File: src/hdl/ring_settings.svh
`ifndef RING_SETTINGS_SVH
`define RING_SETTINGS_SVH

// array size
`define RING_N_STAGE 4

// datapath and host bus widths
`define RING_DATA_W  32
`define RING_ADDR_W  16
`define RING_COUNT_W 16
`define RING_OP_W    3

// region field in the top address bits
`define RING_REGION_LSB   14
`define RING_REGION_W     2
`define RING_REGION_STAGE 2'd0
`define RING_REGION_RUN   2'd1
`define RING_REGION_CLEAR 2'd2

// stage index field
`define RING_STAGE_LSB 4
`define RING_STAGE_W   2

// register index field, low address bits
`define RING_REG_LSB   0
`define RING_REG_W     2
`define RING_REG_OP    2'd0
`define RING_REG_CONST 2'd1
`define RING_REG_OUT   2'd2
`define RING_REG_COUNT 2'd3

`endif

File: src/hdl/ring_pkg.sv
`default_nettype none

`include "ring_settings.svh"

package ring_pkg;

   // host bus words
   typedef logic [`RING_DATA_W-1:0] data_t;
   typedef logic [`RING_ADDR_W-1:0] addr_t;

   // address fields
   typedef logic [`RING_REGION_W-1:0] region_t;
   typedef logic [`RING_STAGE_W-1:0]  stage_idx_t;
   typedef logic [`RING_REG_W-1:0]    reg_sel_t;

   // remaining steps of a run
   typedef logic [`RING_COUNT_W-1:0] count_t;

   // stage operations, applied to ring input and constant
   typedef enum logic [`RING_OP_W-1:0] {
      op_pass = 3'd0,
      op_add  = 3'd1,
      op_sub  = 3'd2,
      op_and  = 3'd3,
      op_xor  = 3'd4,
      op_mul  = 3'd5
   } stage_op_e;

endpackage

`default_nettype wire

File: src/hdl/result_collect.sv
`default_nettype none

`include "ring_settings.svh"

module result_collect (
   input  wire                  clk,
   input  wire                  rst,
   input  wire                  valid,
   input  wire ring_pkg::addr_t addr,
   input  wire ring_pkg::data_t stage_rdata [`RING_N_STAGE],
   input  wire [`RING_N_STAGE-1:0] done,
   output ring_pkg::data_t      rdata
);
   import ring_pkg::*;

   region_t    region;
   stage_idx_t stage_idx;
   logic       all_done;
   data_t      rd_next;

   assign region    = addr[`RING_REGION_LSB +: `RING_REGION_W];
   assign stage_idx = addr[`RING_STAGE_LSB +: `RING_STAGE_W];

   // run is done only when every counter reached zero
   assign all_done = &done;

   always_comb begin
      case (region)
         `RING_REGION_STAGE: rd_next = stage_rdata[stage_idx];
         `RING_REGION_RUN:   rd_next = {{(`RING_DATA_W-1){1'b0}}, all_done};
         default:            rd_next = '0;
      endcase
   end

   // captured with the access, lines up with ready
   always_ff @(posedge clk or posedge rst) begin
      if (rst) begin
         rdata <= '0;
      end else if (valid) begin
         rdata <= rd_next;
      end
   end

endmodule

`default_nettype wire

File: config.mk
export PLATFORM = sky130hd
export DESIGN_NAME = result_collect
export DESIGN_NICKNAME = d
export VERILOG_FILES = /design/src/hdl/ring_pkg.sv /design/src/hdl/result_collect.sv
export VERILOG_INCLUDE_DIRS = /design/src /design/src/hdl
export SDC_FILE = /design/constraint.sdc
export NUM_CORES = 1
export LEC_CHECK = 0
export ABC_AREA = 1
export BUFFER_PORTS_ARGS = -buffer_cell sky130_fd_sc_hd__buf_4
export CAP_MARGIN = 0
export CORE_MARGIN = 2
export CORE_UTILIZATION = 30
export DETAILED_ROUTE_END_ITERATION = 10
export PLACE_DENSITY = 0.74
export SLEW_MARGIN = 25
export SYNTH_ARGS = -nofsm -noshare
export SYNTH_HDL_FRONTEND = slang
export SYNTH_SLANG_ARGS = --single-unit
File: constraint.sdc
create_clock -name clk -period 1.75 [get_ports clk]
set_input_delay 0.175 -clock clk [delete_from_list [all_inputs] [get_ports clk]]
set_output_delay 0.175 -clock clk [all_outputs]
set_load 0.01 [all_outputs]
==> run metrics <==
Min Hold Slack=-19.3 ps; MaxCap Viol Count=0; core outline area=7250 um2; Initial Util=0.308; Root Buffer=clkbuf_8; CP Class=in -> reg; Power Density=roughly 560 nW/um2; Placer Congestion=0.741; P_leak=2.07 nW; Post-DP Area=3520 um2; max reg flops=32; full die area=8160 um2; Required @ worst endpoint=between 1500 and 2000 ps; antenna fix cells=0; Fillers=between 700 and 800; CTS resizes=0; Residual DRC=0; Synth top area share=0.358; gr ovfl total=0; upper clock frequency limit=roughly 1 GHz; HP Class=in -> async; CTS tree=built; initial antenna violation count=0; met3 Use GR=0.0568; worst-margin pin slew=561 ps; H-tree depth=2; biggest regs=rdata: 32 flops; nets@finish=between 600 and 700; vias in the first global route=2733; Crit. End Element=flip-flop; clk_lat worst skew=270 ps; Ports=around 180; global-route wire length before repair=12800 um; VDD IR-drop max=~0.28 mV; synthesized instance count=361; min Tclk post-route=1020 ps; final hold violation count=11; Setup TNS=0 ps; Finished Cell Area=3610 um2; mapped cell area=2240 um2; share of cells above drive strength 1=0.363; crit path cell chain=buf_4 > buf_4 > nand2_1 > nand3_1 > nand2_1 > nand2_1 > nand2_1 > nand2_1; Final Setup Violations=0; Yosys cell types=11; Crit Path Max Fanout=34; PortBufs=170; clock buffer depth=2; die span in x=approximately 90 um; clock sink total=32; synth top area cells=dfrtp_1, nand2_1, nand3_1, buf_6, buf_2; WL final=approximately 7700 um; P&R area growth vs syn=61.4%; CTS buffer count=5; die span in y=90.4 um; RSZ-0062 raised after global routing=false; fin crit share=0.585; Iter 0 DRT Violations=93; outcome=finished, violations left; via count=2895; Power Total=2.02 mW; CTS clk-pin slew, worst paths=60 ps; Final Core Density=0.498; Startpoint Class=primary input; grt met1 use=0.225; Detail Route Antenna Nets=0; wire per inst=12.4 um; largest net degree at the start of global routing=35; Total GRT Usage=0.187; WP data arrival=approximately 1200 ps; clock skew=0 ps; Slew headroom=0.625; max-slew violation count=0; Yosys top cell by area=dfrtp_1; Vias/cell=4.67; syn avg cell area=a little over 6 um2; Biggest register=rdata; crit path max-delay cell type=buf_4; Largest stage delay, worst path=360 ps; M2 GR Usage=0.333; postcts setup bufs=0; DR pass1 iterations=4; Syn Nets=512; register bit total from synthesis=32; Hold Buf Count CTS=0; detailed placer's ending HPWL=~5800 um; Crit path top cell by count=nand2_1; yosys warns=0; Seq/Total Area, Yosys=0.358; row count=31; failing checks=hold timing; most used routing layer=met2
## final cells by class
cell class | count | area, um2 | area share
multi-input cells | 297 | 1240 | 0.342
well taps | 99 | 124 | 0.0343
repair buffers | 178 | 1340 | 0.370
inverters | 6 | 22.5 | 0.00624
flip-flops and latches | 32 | 801 | 0.222
clock buffers | 8 | 90.1 | 0.0250
## worst max-delay path, delay by kind of cell
| kind | cells | cell delay, ps |
|---|---|---|
| buf+inv | 2 | 660 |
| simple gates | 6 | 370 |
## synthesized netlist by cell type
cell        n
clkbuf_1    3
buf_2      13
inv_2       4
inv_1       2
nand2_1   200
nand3_1    95
nor2_2      1
nor2_1      1
buf_4       3
dfrtp_1    32
buf_6       7
## routing by layer
metal | vias to the layer above | wire (um) | part of all wire
met4 | 0 | 68 | 0.0089
met3 | 8 | 660 | 0.086
met5 | - | 0 | 0
met2 | 133 | 3790 | 0.49
li1 | 1467 | - | -
met1 | 1287 | 3160 | 0.41
## report_power, final
part / internal (mW) / switching, mW
logic: 0.347 / 0.288
registers: 0.789 / 0.0271
clock network: 0.320 / 0.248
## cells in the final DEF (no fill, tap or decap)
cell      count
nand3_1      95
clkbuf_8      6
clkbuf_1      2
dfrtp_1      32
buf_4       178
nor2_2        1
nand2_1     200
nor2_1        1
inv_1         2
inv_2         4
## path summary, 6_finish.rpt
| kind | startpoint | end | slack (ps) | depth (start not counted) |
|---|---|---|---|---|
| setup / recovery | addr[4] | rdata[0]$_DFFE_PP0P_ | 730 | 8 |
| hold reg to reg | rdata[4]$_DFFE_PP0P_ | rdata[4]$_DFFE_PP0P_ | 480 | 2 |
| max in group asynchronous | rst | rdata[22]$_DFFE_PP0P_ | 1460 | 3 |
| min in group clk | addr[14] | rdata[0]$_DFFE_PP0P_ | 190 | 5 |
| setup reg to reg | rdata[12]$_DFFE_PP0P_ | rdata[12]$_DFFE_PP0P_ | 1120 | 2 |
| hold / removal | rst | rdata[10]$_DFFE_PP0P_ | -20 | 3 |
## cell families (layout without fill, tap and decap cells)
| logic type | after synthesis | count (layout) | synth area share |
|---|---|---|---|
| AND/OR/NAND/NOR | 297 | 297 | 0.553 |
| buffers and inverters | 32 | 192 | 0.0895 |
| flip-flops | 32 | 32 | 0.358 |
## metrics by stage
step                std cells  worst slack (ps)
floorplan                 361               884
global placement          612               454
detailed placement        612               434
CTS                       620               736
global route              620               631
finish                    620               726
Note: power is estimated with default switching activity, not from simulation.
