[config.mk]
export PLATFORM = sky130hd
export DESIGN_NAME = ring_stage_flat
export DESIGN_NICKNAME = d
export VERILOG_FILES = /design/src/hdl/ring_pkg.sv /design/src/hdl/stage_ctrl_if.sv /design/src/hdl/ring_stage.sv /design/src/flat_wrapper.sv
export VERILOG_INCLUDE_DIRS = /design/src /design/src/hdl
export SDC_FILE = /design/constraint.sdc
export NUM_CORES = 2
export LEC_CHECK = 0
export ABC_AREA = 1
export BUFFER_PORTS_ARGS = -buffer_cell sky130_fd_sc_hd__buf_2
export CORE_MARGIN = 2
export CORE_UTILIZATION = 45
export CTS_CLUSTER_DIAMETER = 120
export DETAILED_ROUTE_END_ITERATION = 10
export HOLD_SLACK_MARGIN = 0.03
export PLACE_DENSITY_LB_ADDON = 0.25
export RECOVER_POWER = 50
export SYNTH_ARGS = -nofsm -noshare
export SYNTH_HDL_FRONTEND = slang
export SYNTH_SLANG_ARGS = --single-unit
export TNS_END_PERCENT = 10
[constraint.sdc]
create_clock -name clk -period 14.6 [get_ports clk]
set_clock_uncertainty 0.05 [all_clocks]
set_input_delay 0 -clock clk [delete_from_list [all_inputs] [get_ports clk]]
set_output_delay 0 -clock clk [all_outputs]
set_load 0.02 [all_outputs]
[src/hdl/ring_settings.svh]
`ifndef RING_SETTINGS_SVH
`define RING_SETTINGS_SVH

// array size
`define RING_N_STAGE 4

// datapath and host bus widths
`define RING_DATA_W  32
`define RING_ADDR_W  16
`define RING_COUNT_W 16
`define RING_OP_W    3

// region field in the top address bits
`define RING_REGION_LSB   14
`define RING_REGION_W     2
`define RING_REGION_STAGE 2'd0
`define RING_REGION_RUN   2'd1
`define RING_REGION_CLEAR 2'd2

// stage index field
`define RING_STAGE_LSB 4
`define RING_STAGE_W   2

// register index field, low address bits
`define RING_REG_LSB   0
`define RING_REG_W     2
`define RING_REG_OP    2'd0
`define RING_REG_CONST 2'd1
`define RING_REG_OUT   2'd2
`define RING_REG_COUNT 2'd3

`endif

[src/hdl/ring_pkg.sv]
`default_nettype none

`include "ring_settings.svh"

package ring_pkg;

   // host bus words
   typedef logic [`RING_DATA_W-1:0] data_t;
   typedef logic [`RING_ADDR_W-1:0] addr_t;

   // address fields
   typedef logic [`RING_REGION_W-1:0] region_t;
   typedef logic [`RING_STAGE_W-1:0]  stage_idx_t;
   typedef logic [`RING_REG_W-1:0]    reg_sel_t;

   // remaining steps of a run
   typedef logic [`RING_COUNT_W-1:0] count_t;

   // stage operations, applied to ring input and constant
   typedef enum logic [`RING_OP_W-1:0] {
      op_pass = 3'd0,
      op_add  = 3'd1,
      op_sub  = 3'd2,
      op_and  = 3'd3,
      op_xor  = 3'd4,
      op_mul  = 3'd5
   } stage_op_e;

endpackage

`default_nettype wire

[src/hdl/stage_ctrl_if.sv]
`default_nettype none

`include "ring_settings.svh"

interface stage_ctrl_if;
   import ring_pkg::*;

   // per-stage write strobes, one hot
   logic [`RING_N_STAGE-1:0] sel;
   reg_sel_t                 reg_sel;
   data_t                    wdata;

   // run start, broadcast to every stage
   logic   run_start;
   count_t run_count;

   // global configuration clear
   logic clear;

   modport host (
      output sel,
      output reg_sel,
      output wdata,
      output run_start,
      output run_count,
      output clear
   );

   modport stage (
      input sel,
      input reg_sel,
      input wdata,
      input run_start,
      input run_count,
      input clear
   );

endinterface

`default_nettype wire

[src/hdl/ring_stage.sv]
`default_nettype none

`include "ring_settings.svh"

module ring_stage #(
   parameter int STAGE_IDX = 0
) (
   input  wire                     clk,
   input  wire                     rst,
   stage_ctrl_if.stage             ctrl,
   input  wire ring_pkg::reg_sel_t reg_sel,
   input  wire ring_pkg::data_t    flow_in,
   output ring_pkg::data_t         flow_out,
   output ring_pkg::data_t         stage_rdata,
   output logic                    done
);
   import ring_pkg::*;

   stage_op_e op_q;
   data_t     const_q;
   data_t     out_q;
   count_t    count_q;
   data_t     step_val;
   logic      wr_en;
   logic      stepping;

   assign wr_en    = ctrl.sel[STAGE_IDX];
   assign stepping = (count_q != '0);

   // op and constant
   always_ff @(posedge clk or posedge rst) begin
      if (rst) begin
         op_q    <= op_pass;
         const_q <= '0;
      end else if (ctrl.clear) begin
         op_q    <= op_pass;
         const_q <= '0;
      end else if (wr_en) begin
         case (ctrl.reg_sel)
            `RING_REG_OP:    op_q    <= stage_op_e'(ctrl.wdata[`RING_OP_W-1:0]);
            `RING_REG_CONST: const_q <= ctrl.wdata;
            default: ;
         endcase
      end
   end

   // output register, a step wins over a host seed
   always_ff @(posedge clk or posedge rst) begin
      if (rst) begin
         out_q <= '0;
      end else if (ctrl.clear) begin
         out_q <= '0;
      end else if (stepping) begin
         out_q <= step_val;
      end else if (wr_en && (ctrl.reg_sel == `RING_REG_OUT)) begin
         out_q <= ctrl.wdata;
      end
   end

   // step counter
   always_ff @(posedge clk or posedge rst) begin
      if (rst) begin
         count_q <= '0;
      end else if (ctrl.clear) begin
         count_q <= '0;
      end else if (ctrl.run_start) begin
         count_q <= ctrl.run_count;
      end else if (stepping) begin
         count_q <= count_q - 1'b1;
      end
   end

   // operation on ring input and constant
   always_comb begin
      case (op_q)
         op_pass: step_val = flow_in;
         op_add:  step_val = flow_in + const_q;
         op_sub:  step_val = flow_in - const_q;
         op_and:  step_val = flow_in & const_q;
         op_xor:  step_val = flow_in ^ const_q;
         // low word only
         op_mul:  step_val = flow_in * const_q;
         default: step_val = flow_in;
      endcase
   end

   // register readback at the host address
   always_comb begin
      case (reg_sel)
         `RING_REG_OP:    stage_rdata = {{(`RING_DATA_W-`RING_OP_W){1'b0}}, op_q};
         `RING_REG_CONST: stage_rdata = const_q;
         `RING_REG_OUT:   stage_rdata = out_q;
         default:         stage_rdata = {{(`RING_DATA_W-`RING_COUNT_W){1'b0}}, count_q};
      endcase
   end

   // neighbours see the registered value, so all stages step together
   assign flow_out = out_q;
   assign done     = ~stepping;

endmodule

`default_nettype wire

[src/flat_wrapper.sv]
// flat-port wrapper written by rule: the top's interface ports become plain ports
module ring_stage_flat import ring_pkg::*;
#(
   parameter int STAGE_IDX = 0
)
  (clk, rst, reg_sel, flow_in, flow_out, stage_rdata, done, ctrl_sel, ctrl_reg_sel, ctrl_wdata, ctrl_run_start, ctrl_run_count, ctrl_clear);
  stage_ctrl_if ctrl_i ();
  input  wire clk;
  input  wire rst;
  input  wire ring_pkg::reg_sel_t reg_sel;
  input  wire ring_pkg::data_t flow_in;
  output ring_pkg::data_t flow_out;
  output ring_pkg::data_t stage_rdata;
  output logic done;
  input wire logic [$bits(ctrl_i.sel)-1:0] ctrl_sel;
  input wire logic [$bits(ctrl_i.reg_sel)-1:0] ctrl_reg_sel;
  input wire logic [$bits(ctrl_i.wdata)-1:0] ctrl_wdata;
  input wire logic [$bits(ctrl_i.run_start)-1:0] ctrl_run_start;
  input wire logic [$bits(ctrl_i.run_count)-1:0] ctrl_run_count;
  input wire logic [$bits(ctrl_i.clear)-1:0] ctrl_clear;
  assign ctrl_i.sel = ctrl_sel;
  assign ctrl_i.reg_sel = ctrl_reg_sel;
  assign ctrl_i.wdata = ctrl_wdata;
  assign ctrl_i.run_start = ctrl_run_start;
  assign ctrl_i.run_count = ctrl_run_count;
  assign ctrl_i.clear = ctrl_clear;
  ring_stage #(.STAGE_IDX(STAGE_IDX)) u_core (.clk(clk), .rst(rst), .ctrl(ctrl_i), .reg_sel(reg_sel), .flow_in(flow_in), .flow_out(flow_out), .stage_rdata(stage_rdata), .done(done));
endmodule
==> results.py <==
metrics = {
    "placed_design": {
        "place_congestion": 0.970,
        "port_buffers": 153,
        "placed_cells": 4301,
        "dp_hpwl_mm": 61.3,
        "preCtsSetupSlack_ns": 6.86,
    },
    "finish": {
        "fillCellCount": 5592,
        "instances_no_fill": 4375,
        "layout.nets": 4311,
        "seq_area_um2": 2080,
        "area_growth_pct": 8.62,
        "antenna_cells": 0,
        "layout_commonest_cell": "nand2_1",
        "multi_input_area_um2": 18700,
        "drive_gt1_share_pct": 6.51,
        "fin_util_pct": 49.4,
        "most-common-layout-cells": "957 x nand2_1, 926 x inv_1, 409 x fa_1",
    },
    "routing": {
        "ant_nets": 0,
        "first_iter_violations": 1713,
        "vias_per_cell": 5.18,
        "firstDrtPassIters": 6,
        "wl_mm": 80.3,
        "routedWlPerCell_um": 18.3,
        "via_count": 22700,
        "post-route-drc-count": 0,
    },
    "hold_path": {
        "worst_hold_path_type": "in2reg",
    },
    "synth": {
        "yosysSeqAreaShare_pct": 8.31,
        "synth_edf_count": 0,
        "avgSynthCellArea_um2": 7.09,
        "synth_top_area_share_pct": 32.8,
        "netlist_area_um2": 25000,
        "ys_warn_count": 0,
        "ys_ff_latch": 83,
        "synth.distinct_cells": 61,
        "synth_ff_type": "dfrtp_1",
        "synthArstFlopShare_pct": 100,
        "ys_top_cells_by_area": "fa_1 33%, nand2_1 14%, inv_1 14%, ha_1 9.4%, dfrtp_1 8.3%",
        "synth.largest_area_cell": "fa_1",
        "syn-num-nets": 4213,
        "syn-instance-count": 3524,
    },
    "clocking": {
        "cts.path.max_buffers": 2,
        "postCtsSetupRepairBufs": 0,
        "clk_pin_slew_ns": 0.07,
        "cts_buffers": 9,
        "cts-htree-levels": 3,
        "cts_sinks": 83,
        "clkLatencyLatePin_ns": 0.36,
        "cts_resized": 0,
        "cts-root-buf": "clkbuf_16",
        "cts_tree": "done",
    },
    "global_routing": {
        "grt_overflow_total": 0,
        "track_usage_pct": 28.9,
        "grt_pass1_vias": 22700,
        "grt_max_degree": 65,
        "antenna_found_initial": 0,
        "grt_pass1_wl_mm": 127,
    },
    "worst_setup_path": {
        "path_buf_inv": 3,
        "required_ns": 14.80,
        "worstSetupPathType": "reg2reg",
        "critPathArrivalTime_ns": 8.06,
        "cpMaxStageDelayCell": "dfrtp_1",
        "crit_family": "adder cells",
        "slowest_delay_ns": 0.93,
        "cp_max_fo": 14,
        "endpoint_kind": "flip-flop",
        "start_kind": "flip-flop",
        "crit_top_cell": "fa_1",
    },
    "timing": {
        "finalCriticalPeriod_ns": 7.86,
        "setup_viol": 0,
        "setup_slack_ns": 6.74,
        "maxSlewViolCount": 98,
        "setup_tns_ns": 0,
        "max-slew-margin-rel_pct": -136,
        "finalHoldViolCount": 0,
        "fmax_mhz": 127,
        "finalCritPeriodShare_pct": 53.8,
        "rsz0062_at_grt": "no",
        "worst_slew_pin_slew_ns": 3.54,
    },
    "floorplan": {
        "start_util_pct": 45.4,
        "chipHeight_um": 240,
        "coreArea_um2": 55000,
        "die_w_um": 240,
        "rows": 86,
        "ios": 157,
        "die-area_um2": 57400,
    },
    "power_and_ir_drop": {
        "p_sw_uw": 876,
        "ir_drop_uv": 133,
        "p_sw_share_pct": 52.7,
        "power.leakage_uw": 0.0161,
        "combPwrFrac_pct": 69.3,
        "pwr-share-clk_pct": 14.0,
        "p_per_area_nw_per_um2": 61.3,
        "p_int_uw": 788,
        "seq_power_share_pct": 16.7,
    },
    "job": {
        "maxCapViolations": 2,
    },
    "outcome": {
        "outcome": "finished, violations left",
        "violations": "capacitance limit, slew limit",
    },
}
stage by stage:
step	power [µW]	hold WS, ns	cell area [µm²]
after CTS	1660	0.0410	27200
after floorplan	1070	0.0894	25000
after detailed placement	1400	-0.0742	26300
after global routing	1810	0.0738	27100
final	1660	0.0498	27100
after global placement	1400	-0.0745	26300
state kept, by name (all words and copies together), names as in the netlist:
signal and flops:
u_core.const_q 32, u_core.op_q 3, u_core.count_q 16, u_core.flow_out 32
power by group through the flow:
stage	clock, µW	combinational (µW)	sequential, µW
6_report	232	1150	279
5_1_grt	243	1290	281
4_1_cts	235	1150	277
3_5_place_dp	0	1120	281
3_3_place_gp	0	1120	281
2_1_floorplan	0	776	292
what timing repair did:
item / 4_1_cts / 5_1_grt
hold buffers: 58 / 0
setup endpoints to repair: 0 / 0
hold endpoints to repair: 99 / 0
cells by family after synthesis:
group / Yosys count / share of synthesized area, %
simple gates: 1291 / 21.3
buf+inv: 1103 / 16.8
fa+ha+maj: 597 / 42.2
compound gates: 398 / 9.52
flops: 83 / 8.31
xor+xnor: 52 / 1.82
metal layers:
layer,wire [µm],up-vias,track usage (%)
li1,-,10700,-
met1,35600,11000,41.1
met2,37000,859,47.4
met3,5700,95,2.77
met4,2000,0,7.18
met5,0,-,0
synth_stat cells (16+ instances only):
cell and n:
nand3_1 121, a21oi_1 123, o221ai_1 16, nand2_1 957, ha_1 188, buf_1 28, o22ai_1 33, buf_2 29
xor2_1 39, or2_2 21, clkbuf_1 101, fa_1 409, o21ai_0 117, a221oi_1 16, nor2_1 119, inv_1 927
dfrtp_1 83
final timing paths:
check	start	end	slack (ns)	cells after the start
max in group asynchronous	rst	u_core.count_q[0]	10.41	4
worst max-delay path	u_core.const_q[14]	u_core.flow_out[29]	6.74	26
worst min-delay path	ctrl_reg_sel[0]	u_core.op_q[2]	0.05	4
worst max register to register	u_core.const_q[14]	u_core.flow_out[29]	6.74	26
min in group asynchronous	rst	u_core.const_q[31]	0.26	3
worst min register to register	u_core.flow_out[16]	u_core.flow_out[16]	0.47	2
area by class of cell:
type                       instances  share of cell area, %
multi-input combinational       2338                   68.9
inverter                         940                   13.0
sequential                        83                   7.65
timing repair buffer             250                   5.86
tap                              748                   3.45
clock buffer                      11                  0.931
clock inverter                     5                  0.161
worst min-delay path, cell delays in order:
cell and delay, ns:
buf_2 0.09, o31ai_1 0.16, nand2_1 0.08, o21ai_0 0.07
Power figures use the tool's default switching activity.
