$ cat src/hdl/ring_settings.svh
`ifndef RING_SETTINGS_SVH
`define RING_SETTINGS_SVH

// array size
`define RING_N_STAGE 4

// datapath and host bus widths
`define RING_DATA_W  32
`define RING_ADDR_W  16
`define RING_COUNT_W 16
`define RING_OP_W    3

// region field in the top address bits
`define RING_REGION_LSB   14
`define RING_REGION_W     2
`define RING_REGION_STAGE 2'd0
`define RING_REGION_RUN   2'd1
`define RING_REGION_CLEAR 2'd2

// stage index field
`define RING_STAGE_LSB 4
`define RING_STAGE_W   2

// register index field, low address bits
`define RING_REG_LSB   0
`define RING_REG_W     2
`define RING_REG_OP    2'd0
`define RING_REG_CONST 2'd1
`define RING_REG_OUT   2'd2
`define RING_REG_COUNT 2'd3

`endif

$ cat src/hdl/ring_pkg.sv
`default_nettype none

`include "ring_settings.svh"

package ring_pkg;

   // host bus words
   typedef logic [`RING_DATA_W-1:0] data_t;
   typedef logic [`RING_ADDR_W-1:0] addr_t;

   // address fields
   typedef logic [`RING_REGION_W-1:0] region_t;
   typedef logic [`RING_STAGE_W-1:0]  stage_idx_t;
   typedef logic [`RING_REG_W-1:0]    reg_sel_t;

   // remaining steps of a run
   typedef logic [`RING_COUNT_W-1:0] count_t;

   // stage operations, applied to ring input and constant
   typedef enum logic [`RING_OP_W-1:0] {
      op_pass = 3'd0,
      op_add  = 3'd1,
      op_sub  = 3'd2,
      op_and  = 3'd3,
      op_xor  = 3'd4,
      op_mul  = 3'd5
   } stage_op_e;

endpackage

`default_nettype wire

$ cat src/hdl/stage_ctrl_if.sv
`default_nettype none

`include "ring_settings.svh"

interface stage_ctrl_if;
   import ring_pkg::*;

   // per-stage write strobes, one hot
   logic [`RING_N_STAGE-1:0] sel;
   reg_sel_t                 reg_sel;
   data_t                    wdata;

   // run start, broadcast to every stage
   logic   run_start;
   count_t run_count;

   // global configuration clear
   logic clear;

   modport host (
      output sel,
      output reg_sel,
      output wdata,
      output run_start,
      output run_count,
      output clear
   );

   modport stage (
      input sel,
      input reg_sel,
      input wdata,
      input run_start,
      input run_count,
      input clear
   );

endinterface

`default_nettype wire

$ cat src/hdl/host_decode.sv
`default_nettype none

`include "ring_settings.svh"

module host_decode (
   input  wire                  clk,
   input  wire                  rst,
   input  wire                  valid,
   input  wire ring_pkg::addr_t addr,
   input  wire                  we,
   input  wire ring_pkg::data_t wdata,
   output logic                 ready,
   stage_ctrl_if.host           ctrl
);
   import ring_pkg::*;

   region_t    region;
   stage_idx_t stage_idx;
   reg_sel_t   reg_idx;
   logic       stage_wr;

   // address fields
   assign region    = addr[`RING_REGION_LSB +: `RING_REGION_W];
   assign stage_idx = addr[`RING_STAGE_LSB +: `RING_STAGE_W];
   assign reg_idx   = addr[`RING_REG_LSB +: `RING_REG_W];

   assign stage_wr = valid && we && (region == `RING_REGION_STAGE);

   // one-hot select of the addressed stage
   always_comb begin
      for (int i = 0; i < `RING_N_STAGE; i++) begin
         ctrl.sel[i] = stage_wr && (stage_idx == stage_idx_t'(i));
      end
   end

   // write payload goes to every stage, sel picks the target
   always_comb begin
      ctrl.reg_sel = reg_idx;
      ctrl.wdata   = wdata;
   end

   // run write loads all step counters
   always_comb begin
      ctrl.run_start = valid && we && (region == `RING_REGION_RUN);
      ctrl.run_count = wdata[`RING_COUNT_W-1:0];
   end

   // reads in the clear region clear as well
   always_comb begin
      ctrl.clear = valid && (region == `RING_REGION_CLEAR);
   end

   // one cycle access latency, no back-pressure
   always_ff @(posedge clk or posedge rst) begin
      if (rst) begin
         ready <= 1'b0;
      end else begin
         ready <= valid;
      end
   end

endmodule

`default_nettype wire

$ cat src/flat_wrapper.sv
// flat-port wrapper written by rule: the top's interface ports become plain ports
module host_decode_flat import ring_pkg::*;
  (clk, rst, valid, addr, we, wdata, ready, ctrl_sel, ctrl_reg_sel, ctrl_wdata, ctrl_run_start, ctrl_run_count, ctrl_clear);
  stage_ctrl_if ctrl_i ();
  input  wire clk;
  input  wire rst;
  input  wire valid;
  input  wire ring_pkg::addr_t addr;
  input  wire we;
  input  wire ring_pkg::data_t wdata;
  output logic ready;
  output wire logic [$bits(ctrl_i.sel)-1:0] ctrl_sel;
  output wire logic [$bits(ctrl_i.reg_sel)-1:0] ctrl_reg_sel;
  output wire logic [$bits(ctrl_i.wdata)-1:0] ctrl_wdata;
  output wire logic [$bits(ctrl_i.run_start)-1:0] ctrl_run_start;
  output wire logic [$bits(ctrl_i.run_count)-1:0] ctrl_run_count;
  output wire logic [$bits(ctrl_i.clear)-1:0] ctrl_clear;
  assign ctrl_sel = ctrl_i.sel;
  assign ctrl_reg_sel = ctrl_i.reg_sel;
  assign ctrl_wdata = ctrl_i.wdata;
  assign ctrl_run_start = ctrl_i.run_start;
  assign ctrl_run_count = ctrl_i.run_count;
  assign ctrl_clear = ctrl_i.clear;
  host_decode u_core (.clk(clk), .rst(rst), .valid(valid), .addr(addr), .we(we), .wdata(wdata), .ready(ready), .ctrl(ctrl_i));
endmodule
$ cat config.mk
export PLATFORM = sky130hd
export DESIGN_NAME = host_decode_flat
export DESIGN_NICKNAME = d
export VERILOG_FILES = /design/src/hdl/ring_pkg.sv /design/src/hdl/stage_ctrl_if.sv /design/src/hdl/host_decode.sv /design/src/flat_wrapper.sv
export VERILOG_INCLUDE_DIRS = /design/src /design/src/hdl
export SDC_FILE = /design/constraint.sdc
export NUM_CORES = 1
export LEC_CHECK = 0
export ABC_AREA = 1
export BUFFER_PORTS_ARGS = -buffer_cell sky130_fd_sc_hd__buf_2
export CELL_PAD_IN_SITES_DETAIL_PLACEMENT = 0
export CELL_PAD_IN_SITES_GLOBAL_PLACEMENT = 1
export CORE_UTILIZATION = 11
export CTS_CLUSTER_SIZE = 8
export DETAILED_ROUTE_END_ITERATION = 7
export PLACE_DENSITY = 0.75
export SLEW_MARGIN = 10
export SYNTH_ARGS = -nofsm -noshare
export SYNTH_HDL_FRONTEND = slang
export SYNTH_SLANG_ARGS = --single-unit
$ cat constraint.sdc
create_clock -name clk -period 0.8 [get_ports clk]
set_input_delay 0.08 -clock clk [delete_from_list [all_inputs] [get_ports clk]]
set_output_delay 0.08 -clock clk [all_outputs]
set_load 0.005 [all_outputs]
==> results of run 1 <==
layout make-up:
type | instances | area [um^2] | area share [%]
timing repair buffer | 15 | 80.08 | 32.82
tap | 50 | 62.56 | 25.64
multi-input combinational | 15 | 61.31 | 25.13
sequential | 1 | 25.02 | 10.26
inverter | 4 | 15.01 | 6.154
layout by cell type (no fill, tap or decap), drive strengths merged:
cell,count
buf,14
nand2,8
nor2,7
inv,4
dlygate4sd3,1
dfrtp,1
stage by stage:
stage / worst slack (ns) / instance area [um^2]
global route: 0.03802 / 244.0
floorplan: 0.3707 / 476.7
detailed placement: 0.1021 / 234.0
finish: 0.1212 / 244.0
CTS: 0.1018 / 244.0
global placement: 0.09576 / 234.0
worst max-delay path, cell delays in order:
cell     delay [ns]
buf_2          0.12
nor2_2         0.11
nand2_2        0.09
nor2_1         0.09
buf_2          0.11
what timing repair did:
action | 4_1_cts | 5_1_grt
hold buffers | 1 | 0
buffers inserted | 0 | 0
hold endpoints to repair | 1 | 0
worst paths after layout:
| path | slack, ns | endpoint | startpoint |
|---|---|---|---|
| worst max-delay path | 0.12 | ctrl_sel[0] | addr[15] |
| worst min-delay path | 0.16 | ctrl_reg_sel[1] | addr[1] |
| max in group asynchronous | 0.25 | u_core.ready | rst |
| min in group asynchronous | 0.46 | u_core.ready | rst |
cell families (layout without fill, tap and decap cells):
kind of cell / after synthesis / after routing / synth area share, %
buffers and inverters: 54 / 19 / 81.89
AND/OR/NAND/NOR: 15 / 15 / 12.86
flip-flops: 1 / 1 / 5.249
power groups by stage:
| stage | registers [uW] | clock network, uW | logic [uW] |
|---|---|---|---|
| 6_report | 54.6 | 0 | 57.0 |
| 5_1_grt | 55.0 | 0 | 66.9 |
| 3_3_place_gp | 55.0 | 0 | 53.8 |
| 3_5_place_dp | 54.7 | 0 | 54.4 |
| 4_1_cts | 54.7 | 0 | 58.2 |
| 2_1_floorplan | 55.1 | 0 | 223 |
layer usage:
| layer | share of wire [%] | wire length (um) |
|---|---|---|
| met1 | 24 | 110 |
| met5 | 0 | 0 |
| met4 | 0 | 0 |
| met2 | 59 | 272 |
| met3 | 17 | 80 |
==> qor.yml, run 1 <==
worst_ep_arrival_time_ns: 0.60
power.total_uw: 111.6
synth_fp_nets: 122
swShare_pct: 26.26
syn2layout_area_growth_pct: -48.82
finalSetupTns_ns: 0
finalHoldViolCount: 0
fin_cells: 85
grt_pass1_vias: 175
slew_viol_final: 0
antenna_found_initial: 0
firstDrtPassIters: 2
drt_iter0_drc: 1
reg.largest.list: "u_core.ready (1)"
synthesis.area_um2: 476.7
vdd_drop_max_mv: 0.1082
grtUsageMet2_pct: 3.218
wl_per_cell_um: 5.447
final_core_util_pct: 5.971
numPortBuffers: 14
grt_max_degree: 5
setup_viol: 0
synth_cells: 70
placedCellCount: 84
synthTopCellsByArea: "buf_4 79%, nand2_1 5.5%, dfrtp_1 5.2%"
pwr-share-clk_pct: 0
grt_pass1_wl_um: 696
via_count: 179
crit_path_start_kind: "input pin"
synth_top_cells_by_count: "50 x buf_4, 7 x nand2_1, 6 x nor2_1"
core_um2: 4086
cts_resized: 0
cp-end-kind: "output port"
nets: 89
n_antenna_cell: 0
ant_nets: 0
die_area_um2: 4601
drv_cap: 0
hp-class: "in2out"
async_flop_share_pct: 100.0
synth-edff-count: 0
syn_area_per_cell_um2: 6.810
final.period_utilization_pct: 84.85
status: "finished, final reports clean"
p_per_area_nw_per_um2: 457.3
cell_internal_pwr_uw: 82.27
drt-vias-per-instance: 2.106
row_count: 23
yosysTopAreaCell: "buf_4"
grt-ovfl-total: 0
track_usage_pct: 1.836
period_minus_slack_ns: 0.6788
synth_top_area_share_pct: 78.74
yosysMostFrequentCell: "buf_4"
die_w_um: 67.83
grt_util_met3_pct: 1.500
relSlewSlack_pct: 93.57
fmax_mhz: 1473
met1_usage_pct: 1.281
yosys_warnings: 0
drcViolationCount: 0
grt.busiest_layer: "met2"
ys.flop_type: "dfrtp_1"
power_frac_comb_pct: 51.1
cp.required_ns: 0.72
gp_congestion: 0.5986
io_pins: 109
p_leak_uw: 0.0001290
num-fill-cells: 499
drive_above_1_share_pct: 48.57
pwr-share-seq_pct: 48.9
regMostFlops: "u_core.ready"
synth_seq_cells: 1
ys_seq_area_share_pct: 5.249
die_h_um: 67.83
ys_types: 8
crit_fanout: 4
crit_type: "in2out"
wl_um: 463
worstHoldPathCells: 0
p_switching_uw: 29.30
whs_ns: 0.1600
rsz0062_at_grt: "no"
largest_register_ffs: 1
start_util_pct: 11.67
worst_slew_pin_slew_ns: 0.09608
No activity file was read; power rests on OpenSTA's default activity.
==> run 2: changes to the inputs <==
Settings changed: ABC_AREA 1 to 0, CORE_UTILIZATION 11 to 12, PLACE_DENSITY 0.75 to 0.77.
==> run 2 against run 1 <==
Worst hold slack stayed put. Sequential power barely moved. Global-route usage increased by 0.89 points. Sequential share of layout area is 0.91 points lower. Die area fell by 5.5%. Synthesized cell count shrank 14%. Maximum frequency decreased by 15%. Synthesized area increased by 2.9%. First-iteration DRC count unchanged. Final area rose by 9.7%. Via count shrank 0.56%. Critical path type unchanged. Largest power group unchanged. Highest routed layer is now met4.
==> qor.yml, run 2 <==
final_cell_area_um2: 267.8  # +9.7%
grt_pass1_wl_um: 890  # +28%
p_switching_uw: 26.24  # -10%
power_frac_comb_pct: 54.7  # +3.6 points
core_um2: 3799  # -7.0%
dpl_worst_slack_ns: -0.05057  # -0.1527 ns
regMostFlops: "u_core.ready"
final_common_cell: "buf_2"
place_hpwl_um: 615.1
synth_cells: 60  # -14%
pwr-share-clk_pct: 0  # unchanged
layout_common_cells: "12 x buf_2, 2 x nor3b_2, 2 x buf_6"
worst_slew_pin_slew_ns: 0.1365  # +0.04039 ns
crit_type: "in2out"
row_count: 22  # -4.3%
relSlewSlack_pct: 90.83  # -2.7 points
cp_top_family: "simple AND/OR/NAND/NOR gates"
worst_slack_ns: 0.0004371  # -0.1208 ns
power.total_uw: 120.2  # +7.8%
period_minus_slack_ns: 0.7996  # +0.1208 ns
yosysTopAreaCell: "buf_4"
synth_top_cells_by_count: "50 x buf_4, 2 x nor3b_2"
ff_latch_area_um2: 25.02  # unchanged
yosysMostFrequentCell: "buf_4"
gp_congestion: 0.6395  # +6.8%
crit_path_start_kind: "input pin"
setup_viol: 0  # unchanged
hp-class: "in2out"
synth_top_area_share_pct: 76.53  # -2.2 points
slew_viol_final: 0  # unchanged
cell_internal_pwr_uw: 93.98  # +14%
grt_max_degree: 5  # unchanged
ys.flop_type: "dfrtp_1"
grt_pass1_vias: 165  # -5.7%
wl_per_cell_um: 9.616  # +77%
path_cells: "buf_6, nand4bb_4, nor3b_2, buf_2"
yosys_warnings: 0  # unchanged
p_leak_uw: 0.0001155  # -10%
synthTopCellsByArea: "buf_4 77%, nand4bb_4 5.6%, dfrtp_1 5.1%"
status: "finished, final reports clean"
critPathBufInv: 2  # unchanged
max_stage_delay_ns: 0.25  # +0.13 ns
die_w_um: 65.93  # -2.8%
synthesis.area_um2: 490.5  # +2.9%
finalHoldViolCount: 0  # unchanged
reg.largest.list: "u_core.ready (1)"
syn2layout_area_growth_pct: -45.41
drive_above_1_share_pct: 76.00  # +27 points
place_area_um2: 245.2  # +4.8%
grt-ovfl-total: 0  # unchanged
whs_ns: 0.1600  # unchanged
final_core_util_pct: 7.049  # +1.1 points
die_area_um2: 4347  # -5.5%
ant_nets: 0  # unchanged
syn_area_per_cell_um2: 8.175  # +20%
num-fill-cells: 458  # -8.2%
numPortBuffers: 14  # unchanged
synth-edff-count: 0  # unchanged
worst_ep_arrival_time_ns: 0.72  # +0.12 ns
vdd_drop_max_mv: 0.1163  # +7.4%
cp.required_ns: 0.72  # about the same
async_flop_share_pct: 100.0  # unchanged
cp-end-kind: "output port"
largest_register_ffs: 1  # unchanged
io_pins: 109  # unchanged
pwr-share-seq_pct: 45.3  # -3.6 points
drt-vias-per-instance: 2.438  # +16%
rsz0062_at_grt: "yes"
wl_um: 702  # +52%
fmax_mhz: 1251  # -15%
die_h_um: 65.93  # -2.8%
synth_fp_nets: 112  # -8.2%
ys_types: 10  # +2
drv_cap: 0  # unchanged
synth_seq_cells: 1  # unchanged
n_antenna_cell: 0  # unchanged
final.period_utilization_pct: 99.95  # +15 points
drt_iter0_drc: 1  # unchanged
crit_slowest_cell: "nand4bb_4"
firstDrtPassIters: 2  # unchanged
antenna_found_initial: 0  # unchanged
ys_seq_area_share_pct: 5.102  # -0.15 points
drcViolationCount: 0  # unchanged
track_usage_pct: 2.721  # +0.89 points
nets: 79  # -11%
start_util_pct: 12.91  # +1.2 points
via_count: 178  # -0.56%
multi_input_area_um2: 86.33  # +41%
crit_fanout: 4  # unchanged
p_per_area_nw_per_um2: 449.0  # -1.8%
swShare_pct: 21.83  # -4.4 points
==> run 2: power groups by stage <==
stage | Sequential, uW | Clock, uW | Combinational [uW]
after floorplan | 55.1 | 0 | 221
after global placement | 54.5 | 0 | 56.1
after detailed placement | 54.5 | 0 | 56.8
after CTS | 54.5 | 0 | 64.1
after global routing | 55.0 | 0 | 71.1
final | 54.5 | 0 | 65.8
==> run 2: cell type report <==
class | instances | area share, %
Tap cell | 48 | 22.43
Sequential cell | 1 | 9.346
Timing Repair Buffer | 15 | 34.58
Multi-Input combinational cell | 8 | 32.24
Inverter | 1 | 1.402
==> run 2: through the flow <==
| step | cells | TNS (ns) |
|---|---|---|
| floorplan | 60 | 0 |
| global placement | 72 | -0.1200 |
| detailed placement | 72 | -0.1085 |
| CTS | 73 | -0.03852 |
| global route | 73 | -0.09164 |
| finish | 73 | 0 |
==> run 2: timing repair <==
item / CTS / global route
hold buffers: 1 / 0
endpoints found under the setup margin: 3 / 3
resized for setup: 1 / 1
setup buffers: 0 / 0
pin swaps: 3 / 2
endpoints found under the hold margin: 1 / 0
cloned: 0 / 0
==> run 2: per-layer routing <==
metal	wire length, um	GRT usage [%]	up-vias	part of all wire, %
met3	146	2.241	14	21
met2	287	3.699	20	41
met5	0	0	-	0
met1	232	2.650	76	33
li1	-	-	68	-
met4	36	2.128	0	5.1
==> run 2: path summary, 6_finish.rpt <==
kind,from,cells after the start,to
hold / removal,wdata[23],0,ctrl_wdata[23]
setup / recovery,addr[14],4,ctrl_sel[2]
max in group asynchronous,rst,3,u_core.ready
min in group asynchronous,rst,3,u_core.ready
==> run 2: kinds of logic after synthesis <==
family	after synthesis	share of synthesized area (%)
buffers and inverters	51	77.30
flip-flops	1	5.101
AND/OR/NAND/NOR	8	17.60
